File: src/verilog/cpu_pkg.sv
package cpu_pkg;

    //////////////////////////////
    // widths
    localparam int word_w     = 16;
    localparam int reg_addr_w = 2;
    localparam int imm_w      = 8;

    // instruction fields
    localparam int opcode_msb = 15;
    localparam int opcode_lsb = 12;
    localparam int rs_msb     = 11;
    localparam int rs_lsb     = 10;
    localparam int rt_msb     = 9;
    localparam int rt_lsb     = 8;
    localparam int rd_msb     = 7;
    localparam int rd_lsb     = 6;
    localparam int funct_msb  = 5;
    localparam int funct_lsb  = 0;

    typedef logic [word_w-1:0]     word_t;
    typedef logic [reg_addr_w-1:0] reg_addr_t;

    //////////////////////////////
    // encodings
    typedef enum logic [3:0] {
        op_adi   = 4'd4,    // rt = rs + sext(imm)
        op_ori   = 4'd5,    // rt = rs | zext(imm)
        op_lhi   = 4'd6,    // rt = imm << 8
        op_rtype = 4'd15
    } opcode_e;

    typedef enum logic [5:0] {
        fn_add = 6'd0,
        fn_sub = 6'd1,
        fn_and = 6'd2,
        fn_orr = 6'd3,
        fn_not = 6'd4,
        fn_tcp = 6'd5,      // two's complement
        fn_shl = 6'd6,
        fn_shr = 6'd7,      // arithmetic
        fn_wwd = 6'd28,
        fn_hlt = 6'd29
    } funct_e;

    // ops handed from decode to execute
    typedef enum logic [3:0] {
        alu_none,
        alu_add,
        alu_sub,
        alu_and,
        alu_orr,
        alu_not,
        alu_tcp,
        alu_shl,
        alu_shr,
        alu_adi,
        alu_ori,
        alu_lhi
    } alu_op_e;

endpackage

File: src/verilog/cpu_core.sv
`timescale 1ns/1ns

module cpu_core (
    input  logic           clk,
    input  logic           reset_n,
    input  logic           in_valid,
    input  cpu_pkg::word_t in_instr,
    output logic           in_ready,
    output logic           out_valid,
    output cpu_pkg::word_t out_data,
    input  logic           out_ready,
    output cpu_pkg::word_t num_inst,
    output logic           is_halted
);

    // decode to execute
    logic               d_valid;
    cpu_pkg::alu_op_e   d_alu_op;
    cpu_pkg::reg_addr_t d_rs;
    cpu_pkg::reg_addr_t d_rt;
    cpu_pkg::reg_addr_t d_dest;
    logic               d_write;
    cpu_pkg::word_t     d_imm;
    logic               d_wwd;
    logic               d_hlt;

    // operands
    cpu_pkg::word_t     rf_a;
    cpu_pkg::word_t     rf_b;
    logic               bypass_a_hit;
    cpu_pkg::word_t     bypass_a;
    logic               bypass_b_hit;
    cpu_pkg::word_t     bypass_b;

    // execute to retire
    logic               hold;
    logic               x_valid;
    cpu_pkg::reg_addr_t x_dest;
    logic               x_write;
    cpu_pkg::word_t     x_result;
    logic               x_hlt;

    // regfile write
    logic               wr_en;
    cpu_pkg::reg_addr_t wr_addr;
    cpu_pkg::word_t     wr_data;

    decode_stage u_decode (
        .clk(clk), .reset_n(reset_n),
        .in_valid(in_valid), .in_instr(in_instr), .hold(hold), .is_halted(is_halted),
        .in_ready(in_ready), .d_valid(d_valid), .d_alu_op(d_alu_op),
        .d_rs(d_rs), .d_rt(d_rt), .d_dest(d_dest), .d_write(d_write),
        .d_imm(d_imm), .d_wwd(d_wwd), .d_hlt(d_hlt)
    );

    register_file u_regfile (
        .clk(clk), .reset_n(reset_n),
        .rd_addr_a(d_rs), .rd_addr_b(d_rt),
        .wr_en(wr_en), .wr_addr(wr_addr), .wr_data(wr_data),
        .rf_a(rf_a), .rf_b(rf_b)
    );

    retire_unit u_retire (
        .clk(clk), .reset_n(reset_n), .hold(hold),
        .x_valid(x_valid), .x_dest(x_dest), .x_write(x_write),
        .x_result(x_result), .x_hlt(x_hlt), .d_rs(d_rs), .d_rt(d_rt),
        .wr_en(wr_en), .wr_addr(wr_addr), .wr_data(wr_data),
        .bypass_a_hit(bypass_a_hit), .bypass_a(bypass_a),
        .bypass_b_hit(bypass_b_hit), .bypass_b(bypass_b),
        .num_inst(num_inst), .is_halted(is_halted)
    );

    execute_stage u_execute (
        .clk(clk), .reset_n(reset_n),
        .d_valid(d_valid), .d_alu_op(d_alu_op), .d_rs(d_rs), .d_rt(d_rt),
        .d_dest(d_dest), .d_write(d_write), .d_imm(d_imm), .d_wwd(d_wwd), .d_hlt(d_hlt),
        .rf_a(rf_a), .rf_b(rf_b),
        .bypass_a_hit(bypass_a_hit), .bypass_a(bypass_a),
        .bypass_b_hit(bypass_b_hit), .bypass_b(bypass_b),
        .out_ready(out_ready), .hold(hold),
        .x_valid(x_valid), .x_dest(x_dest), .x_write(x_write),
        .x_result(x_result), .x_hlt(x_hlt),
        .out_valid(out_valid), .out_data(out_data)
    );

endmodule

File: src/verilog/decode_stage.sv
`timescale 1ns/1ns

module decode_stage (
    input  logic               clk,
    input  logic               reset_n,
    input  logic               in_valid,
    input  cpu_pkg::word_t     in_instr,
    input  logic               hold,
    input  logic               is_halted,
    output logic               in_ready,
    output logic               d_valid,
    output cpu_pkg::alu_op_e   d_alu_op,
    output cpu_pkg::reg_addr_t d_rs,
    output cpu_pkg::reg_addr_t d_rt,
    output cpu_pkg::reg_addr_t d_dest,
    output logic               d_write,
    output cpu_pkg::word_t     d_imm,
    output logic               d_wwd,
    output logic               d_hlt
);

    cpu_pkg::opcode_e   opcode;
    cpu_pkg::funct_e    funct;
    logic [cpu_pkg::imm_w-1:0] imm_field;
    cpu_pkg::alu_op_e   alu_op;
    cpu_pkg::reg_addr_t dest;
    cpu_pkg::word_t     imm;
    logic               write;
    logic               wwd;
    logic               hlt;
    logic               run;    // low until the first cycle out of reset
    logic               accept;

    assign opcode    = cpu_pkg::opcode_e'(in_instr[cpu_pkg::opcode_msb:cpu_pkg::opcode_lsb]);
    assign funct     = cpu_pkg::funct_e'(in_instr[cpu_pkg::funct_msb:cpu_pkg::funct_lsb]);
    assign imm_field = in_instr[cpu_pkg::imm_w-1:0];

    assign in_ready = run && !hold && !is_halted;
    assign accept   = in_valid && in_ready;

    always_comb begin
        alu_op = cpu_pkg::alu_none;
        dest   = in_instr[cpu_pkg::rt_msb:cpu_pkg::rt_lsb];
        imm    = {{(cpu_pkg::word_w-cpu_pkg::imm_w){imm_field[cpu_pkg::imm_w-1]}}, imm_field};
        wwd    = 1'b0;
        hlt    = 1'b0;
        case (opcode)
            cpu_pkg::op_adi: alu_op = cpu_pkg::alu_adi;
            cpu_pkg::op_ori: begin
                alu_op = cpu_pkg::alu_ori;
                imm    = {{(cpu_pkg::word_w-cpu_pkg::imm_w){1'b0}}, imm_field};
            end
            cpu_pkg::op_lhi: begin
                alu_op = cpu_pkg::alu_lhi;
                imm    = {imm_field, {(cpu_pkg::word_w-cpu_pkg::imm_w){1'b0}}};
            end
            cpu_pkg::op_rtype: begin
                dest = in_instr[cpu_pkg::rd_msb:cpu_pkg::rd_lsb];
                case (funct)
                    cpu_pkg::fn_add: alu_op = cpu_pkg::alu_add;
                    cpu_pkg::fn_sub: alu_op = cpu_pkg::alu_sub;
                    cpu_pkg::fn_and: alu_op = cpu_pkg::alu_and;
                    cpu_pkg::fn_orr: alu_op = cpu_pkg::alu_orr;
                    cpu_pkg::fn_not: alu_op = cpu_pkg::alu_not;
                    cpu_pkg::fn_tcp: alu_op = cpu_pkg::alu_tcp;
                    cpu_pkg::fn_shl: alu_op = cpu_pkg::alu_shl;
                    cpu_pkg::fn_shr: alu_op = cpu_pkg::alu_shr;
                    cpu_pkg::fn_wwd: wwd = 1'b1;
                    cpu_pkg::fn_hlt: hlt = 1'b1;
                    default: ;      // no-op that still retires and counts
                endcase
            end
            default: ;
        endcase
        write = (alu_op != cpu_pkg::alu_none);
    end

    always_ff @(posedge clk) begin
        if (reset_n) begin
            run     <= 1'b0;
            d_valid <= 1'b0;
        end else begin
            run <= 1'b1;
            if (!hold) begin
                d_valid <= accept;
            end
        end
    end

    // decoded fields qualified by d_valid
    always_ff @(posedge clk) begin
        if (accept) begin
            d_alu_op <= alu_op;
            d_rs     <= in_instr[cpu_pkg::rs_msb:cpu_pkg::rs_lsb];
            d_rt     <= in_instr[cpu_pkg::rt_msb:cpu_pkg::rt_lsb];
            d_dest   <= dest;
            d_write  <= write;
            d_imm    <= imm;
            d_wwd    <= wwd;
            d_hlt    <= hlt;
        end
    end

endmodule

File: src/verilog/execute_stage.sv
`timescale 1ns/1ns

module execute_stage (
    input  logic               clk,
    input  logic               reset_n,
    input  logic               d_valid,
    input  cpu_pkg::alu_op_e   d_alu_op,
    input  cpu_pkg::reg_addr_t d_rs,
    input  cpu_pkg::reg_addr_t d_rt,
    input  cpu_pkg::reg_addr_t d_dest,
    input  logic               d_write,
    input  cpu_pkg::word_t     d_imm,
    input  logic               d_wwd,
    input  logic               d_hlt,
    input  cpu_pkg::word_t     rf_a,
    input  cpu_pkg::word_t     rf_b,
    input  logic               bypass_a_hit,
    input  cpu_pkg::word_t     bypass_a,
    input  logic               bypass_b_hit,
    input  cpu_pkg::word_t     bypass_b,
    input  logic               out_ready,
    output logic               hold,
    output logic               x_valid,
    output cpu_pkg::reg_addr_t x_dest,
    output logic               x_write,
    output cpu_pkg::word_t     x_result,
    output logic               x_hlt,
    output logic               out_valid,
    output cpu_pkg::word_t     out_data
);

    cpu_pkg::word_t op_a;
    cpu_pkg::word_t op_b;
    cpu_pkg::word_t alu_out;
    logic           load_out;

    //////////////////////////////
    // operand select
    assign op_a = bypass_a_hit ? bypass_a : rf_a;
    assign op_b = bypass_b_hit ? bypass_b : rf_b;

    //////////////////////////////
    // alu
    always_comb begin
        case (d_alu_op)
            cpu_pkg::alu_add: alu_out = op_a + op_b;
            cpu_pkg::alu_sub: alu_out = op_a - op_b;
            cpu_pkg::alu_and: alu_out = op_a & op_b;
            cpu_pkg::alu_orr: alu_out = op_a | op_b;
            cpu_pkg::alu_not: alu_out = ~op_a;
            cpu_pkg::alu_tcp: alu_out = ~op_a + 1'b1;
            cpu_pkg::alu_shl: alu_out = {op_a[cpu_pkg::word_w-2:0], 1'b0};
            cpu_pkg::alu_shr: alu_out = {op_a[cpu_pkg::word_w-1], op_a[cpu_pkg::word_w-1:1]};
            cpu_pkg::alu_adi: alu_out = op_a + d_imm;
            cpu_pkg::alu_ori: alu_out = op_a | d_imm;
            cpu_pkg::alu_lhi: alu_out = d_imm;
            default:          alu_out = '0;
        endcase
    end

    assign x_valid  = d_valid;
    assign x_dest   = d_dest;
    assign x_write  = d_write;
    assign x_result = alu_out;
    assign x_hlt    = d_hlt;

    //////////////////////////////
    // wwd output register
    assign hold     = out_valid && !out_ready;  // freezes every stage
    assign load_out = !hold && d_valid && d_wwd;

    always_ff @(posedge clk) begin
        if (reset_n) begin
            out_valid <= 1'b0;
        end else if (!hold) begin
            out_valid <= d_valid && d_wwd;  // old word left on this edge if it was valid
        end
    end

    always_ff @(posedge clk) begin
        if (load_out) begin
            out_data <= op_a;
        end
    end

endmodule

File: src/verilog/register_file.sv
`timescale 1ns/1ns

module register_file (
    input  logic               clk,
    input  logic               reset_n,
    input  cpu_pkg::reg_addr_t rd_addr_a,
    input  cpu_pkg::reg_addr_t rd_addr_b,
    input  logic               wr_en,
    input  cpu_pkg::reg_addr_t wr_addr,
    input  cpu_pkg::word_t     wr_data,
    output cpu_pkg::word_t     rf_a,
    output cpu_pkg::word_t     rf_b
);

    localparam int num_regs = 2 ** cpu_pkg::reg_addr_w;

    cpu_pkg::word_t regs [num_regs];

    // combinational reads see the old value on a same-edge write
    assign rf_a = regs[rd_addr_a];
    assign rf_b = regs[rd_addr_b];

    always_ff @(posedge clk) begin
        if (reset_n) begin
            for (int i = 0; i < num_regs; i++) begin
                regs[i] <= '0;
            end
        end else if (wr_en) begin
            regs[wr_addr] <= wr_data;
        end
    end

endmodule

File: src/verilog/retire_unit.sv
`timescale 1ns/1ns

module retire_unit (
    input  logic               clk,
    input  logic               reset_n,
    input  logic               hold,
    input  logic               x_valid,
    input  cpu_pkg::reg_addr_t x_dest,
    input  logic               x_write,
    input  cpu_pkg::word_t     x_result,
    input  logic               x_hlt,
    input  cpu_pkg::reg_addr_t d_rs,
    input  cpu_pkg::reg_addr_t d_rt,
    output logic               wr_en,
    output cpu_pkg::reg_addr_t wr_addr,
    output cpu_pkg::word_t     wr_data,
    output logic               bypass_a_hit,
    output cpu_pkg::word_t     bypass_a,
    output logic               bypass_b_hit,
    output cpu_pkg::word_t     bypass_b,
    output cpu_pkg::word_t     num_inst,
    output logic               is_halted
);

    logic               r_valid;
    logic               r_write;
    logic               r_hlt;
    cpu_pkg::reg_addr_t r_dest;
    cpu_pkg::word_t     r_result;
    logic               retire;

    assign retire = r_valid && !hold;   // one write and one count per instruction

    assign wr_en   = retire && r_write;
    assign wr_addr = r_dest;
    assign wr_data = r_result;

    //////////////////////////////
    // bypass to execute
    assign bypass_a_hit = r_valid && r_write && (r_dest == d_rs);
    assign bypass_b_hit = r_valid && r_write && (r_dest == d_rt);
    assign bypass_a     = r_result;
    assign bypass_b     = r_result;

    always_ff @(posedge clk) begin
        if (reset_n) begin
            r_valid   <= 1'b0;
            num_inst  <= '0;
            is_halted <= 1'b0;
        end else if (!hold) begin
            // anything behind HLT is dropped
            r_valid <= x_valid && !is_halted && !(r_valid && r_hlt);
            if (retire) begin
                num_inst <= num_inst + 1'b1;
            end
            if (retire && r_hlt) begin
                is_halted <= 1'b1;
            end
        end
    end

    always_ff @(posedge clk) begin
        if (!hold) begin
            r_dest   <= x_dest;
            r_write  <= x_write;
            r_hlt    <= x_hlt;
            r_result <= x_result;
        end
    end

endmodule
File: config.mk
export PLATFORM = sky130hd
export DESIGN_NAME = cpu_core
export DESIGN_NICKNAME = d
export VERILOG_FILES = /design/src/verilog/cpu_pkg.sv /design/src/verilog/cpu_core.sv /design/src/verilog/decode_stage.sv /design/src/verilog/execute_stage.sv /design/src/verilog/register_file.sv /design/src/verilog/retire_unit.sv
export SDC_FILE = /design/constraint.sdc
export NUM_CORES = 1
export LEC_CHECK = 0
export ABC_AREA = 0
export BUFFER_PORTS_ARGS = -buffer_cell sky130_fd_sc_hd__buf_4
export CORE_MARGIN = 3
export CORE_UTILIZATION = 40
export CTS_CLUSTER_DIAMETER = 150
export CTS_CLUSTER_SIZE = 8
export DETAILED_ROUTE_END_ITERATION = 8
export PLACE_DENSITY = 0.69
export SETUP_SLACK_MARGIN = 0.02
export SLEW_MARGIN = 25
export SYNTH_ARGS = -nofsm -noshare
export SYNTH_HDL_FRONTEND = slang
export SYNTH_SLANG_ARGS = --single-unit
File: constraint.sdc
create_clock -name clk -period 4.4 [get_ports clk]
set_input_delay 0.66 -clock clk [delete_from_list [all_inputs] [get_ports clk]]
set_output_delay 0.66 -clock clk [all_outputs]
set_load 0.02 [all_outputs]
==> impl_metrics.tcl <==
set metrics [dict create \
    clk_pin_slew_worst_paths_ps 80 \
    die_x_um 161 \
    insertion_delay_ps 440 \
    path_cells "buf_4 > xor2_2 > nor3_2 > mux2i_1 > inv_1 > ha_1 > fa_1 > a21o_1 > a21oi_1 > o21bai_1 > a21oi_2 > o21ai_2 > a21oi_1 > buf_4 > o21a_1 > o211ai_1" \
    nets 987 \
    dpl_cell_area_mm2 0.0105 \
    post_cts_buffers 0 \
    skew_ps 12.8 \
    chipHeight_um 161 \
    fin_area_mm2 0.0112 \
    antennaDiodeCount 0 \
    start_util 0.415 \
    final_util 0.484 \
    rsz0062_at_grt "true" \
    async_reset_ff_frac 0 \
    via_per_inst 5.98 \
    setup_viol_count_final 0 \
    synth_ff_type "edfxtp_1" \
    worstHoldPathCells 1 \
    grt_pass1_vias 7294 \
    critPathKind "reg -> reg" \
    setup_tns_ps 0 \
    grt_overflow 0 \
    drive_gt1_frac 0.205 \
    crit_slowest_cell "edfxtp_1" \
    synth-seq-cells 154 \
    grt_use_total 0.211 \
    globalplace.congestion 1.01 \
    nFillCells 2067 \
    clockBufferDepth 2 \
    wl_um 27400 \
    slew_headroom 0.369 \
    vias 7608 \
    slew_viol_final 0 \
    cts_resized 0 \
    syn_nets 912 \
    grt_max_degree 34 \
    status "complete, no violations" \
    detail_route.iter0.violations 848 \
    ys_seq_area_frac 0.457 \
    synthCells 872 \
    postRouteAntennaNets 0 \
    p_per_area_mw_per_mm2 356 \
    htreeDepth 4 \
    syn-cell-area_mm2 0.00958 \
    synth.most_common_cell "edfxtp_1" \
    areaGrowthSynthToFinish_pct 16.5 \
    crit_arrival_ps 4280 \
    ios 55 \
    first_pass_iters 6 \
    dieArea_mm2 0.0258 \
    worst_pin_slew_ps 941 \
    grt_pass1_wl_um 42000 \
    portBuffers 54 \
    drv_cap 0 \
    critPathTopFamily "compound AO/OA/AOI/OAI gates" \
    numClockSinks 154 \
    power.leakage_nw 4.20 \
    peakVddDrop_mv 0.250 \
    design.core.area_mm2 0.0231 \
    drc 0 \
    synthTopCellsByArea "edfxtp_1 40%, dfxtp_1 5.2%, mux4_1 4.9%" \
    cts_tree "done" \
    antenna_found_initial 0 \
    dpl.hpwl_um 20100 \
    synth.distinct_cells 78 \
    yosysWarnings 0 \
    cts_made_buffers 17 \
    period_needed_ps 4140 \
    hold_viol 0 \
    synth_top_area_share 0.404 \
    synth_commonest_cells "129 x edfxtp_1, 87 x nand2_1, 68 x and2_1, 66 x nor2_1, 46 x a21oi_1" \
    max_freq_mhz 242 \
    cp-end-kind "flip-flop" \
    clockRootBuffer "clkbuf_16" \
    cp-start-kind "flip-flop" \
    cts-hold-fix-buffers 0 \
    synth.avg_cell_area_um2 11.0 \
    synth_edf_count 129 \
    period_share 0.941 \
    row_count 55 \
    max_stage_delay_ps 470 \
    cp_num_cells 16 \
    crit_fanout 6 \
    hp-class "in -> reg" \
    path_buf_inv 3 \
    synth_largest_area_cell "edfxtp_1" \
    r2r.worst_path.cells 16 \
    worst_ep_required_time_ps 4540 \
    avgRoutedWirePerCell_um 21.5 \
]
[worst register-to-register path, cell delays in order, from the launching register on]
cell and delay (ps):
edfxtp_1 470, buf_4 210, xor2_2 180, nor3_2 270, mux2i_1 390, inv_1 120
ha_1 240, fa_1 430, a21o_1 200, a21oi_1 250, o21bai_1 120, a21oi_2 200
o21ai_2 130, a21oi_1 220, buf_4 150, o21a_1 110, o211ai_1 160
[where the power goes]
group          switching [W]  internal (W)  leakage [nW]  total (W)
Clock               0.000706      0.000768         0.293    0.00147
Sequential         0.0000939       0.00166          1.51    0.00176
Combinational       0.000430      0.000314          2.39   0.000744
Total                0.00123       0.00275          4.20    0.00398
[through the flow]
| stage | std cells | setup WS [ps] | power (W) | hold slack [ps] |
|---|---|---|---|---|
| 3_3_place_gp | 1241 | 135 | 0.00251 | 403 |
| 4_1_cts | 1273 | 59.1 | 0.00398 | 392 |
| 3_5_place_dp | 1241 | 62.1 | 0.00251 | 405 |
| 2_1_floorplan | 872 | 11.1 | 0.00225 | 400 |
| 6_report | 1273 | 261 | 0.00398 | 405 |
| 5_1_grt | 1273 | 0.608 | 0.00413 | 387 |
[sequential cells by signal, summed over array words and instances (netlist names), 4 cells and up, named ones only]
signal	cells
u_regfile.regs	64
u_retire.bypass_a	16
u_decode.d_alu_op	4
u_execute.out_data	16
u_retire.num_inst	16
u_decode.d_imm	16
[cells by family (layout without fill, tap and decap cells)]
logic type / after synthesis / after routing / share of synthesized area
adders and majority gates: 20 / 20 / 0.0269
xor gates and xnor gates: 46 / 46 / 0.0452
buffers and inverters: 61 / 149 / 0.0304
AOI/OAI and AO/OA: 184 / 184 / 0.135
and+or+nand+nor: 341 / 341 / 0.185
muxes: 66 / 66 / 0.121
DFF: 154 / 154 / 0.457
[area by class of cell]
cell class / count / area (µm²) / area share
Tap cell: 313 / 392 / 0.0351
Sequential cell: 154 / 4380 / 0.392
Multi-Input combinational cell: 657 / 4980 / 0.447
Clock buffer: 17 / 425 / 0.0381
Timing Repair Buffer: 99 / 743 / 0.0666
Clock inverter: 15 / 170 / 0.0153
Inverter: 18 / 67.6 / 0.00606
[metal layers]
metal	GRT usage	vias up	part of all wire
met3	0.0560	74	0.093
met1	0.290	3691	0.42
met5	0	-	0
li1	-	3480	-
met2	0.324	363	0.45
met4	0.0708	0	0.033
[cells in the final DEF, fill, tap and decap left out, types with 17 or more instances in the layout]
cell         n
clkbuf_16   17
mux4_1      18
xnor2_1     17
a21oi_1     45
nand3_1     26
ha_1        19
xor2_1      25
o21ai_0     24
and2_1      68
dfxtp_1     24
nand2_1     87
edfxtp_1   129
nor2_1      66
buf_4       99
[path summary, 6_finish.rpt]
kind / to / startpoint / slack, ps
max: u_retire.bypass_a[12]$_DFFE_PN_ / u_retire.wr_addr[0]$_DFFE_PN_ / 260
min reg2reg: u_retire.wr_addr[1]$_DFFE_PN_ / u_decode.d_dest[1]$_DFFE_PP_ / 420
max reg2reg: u_retire.bypass_a[12]$_DFFE_PN_ / u_retire.wr_addr[0]$_DFFE_PN_ / 260
min: u_decode.d_rs[1]$_DFFE_PP_ / in_instr[11] / 410
Power figures use the tool's default switching activity.
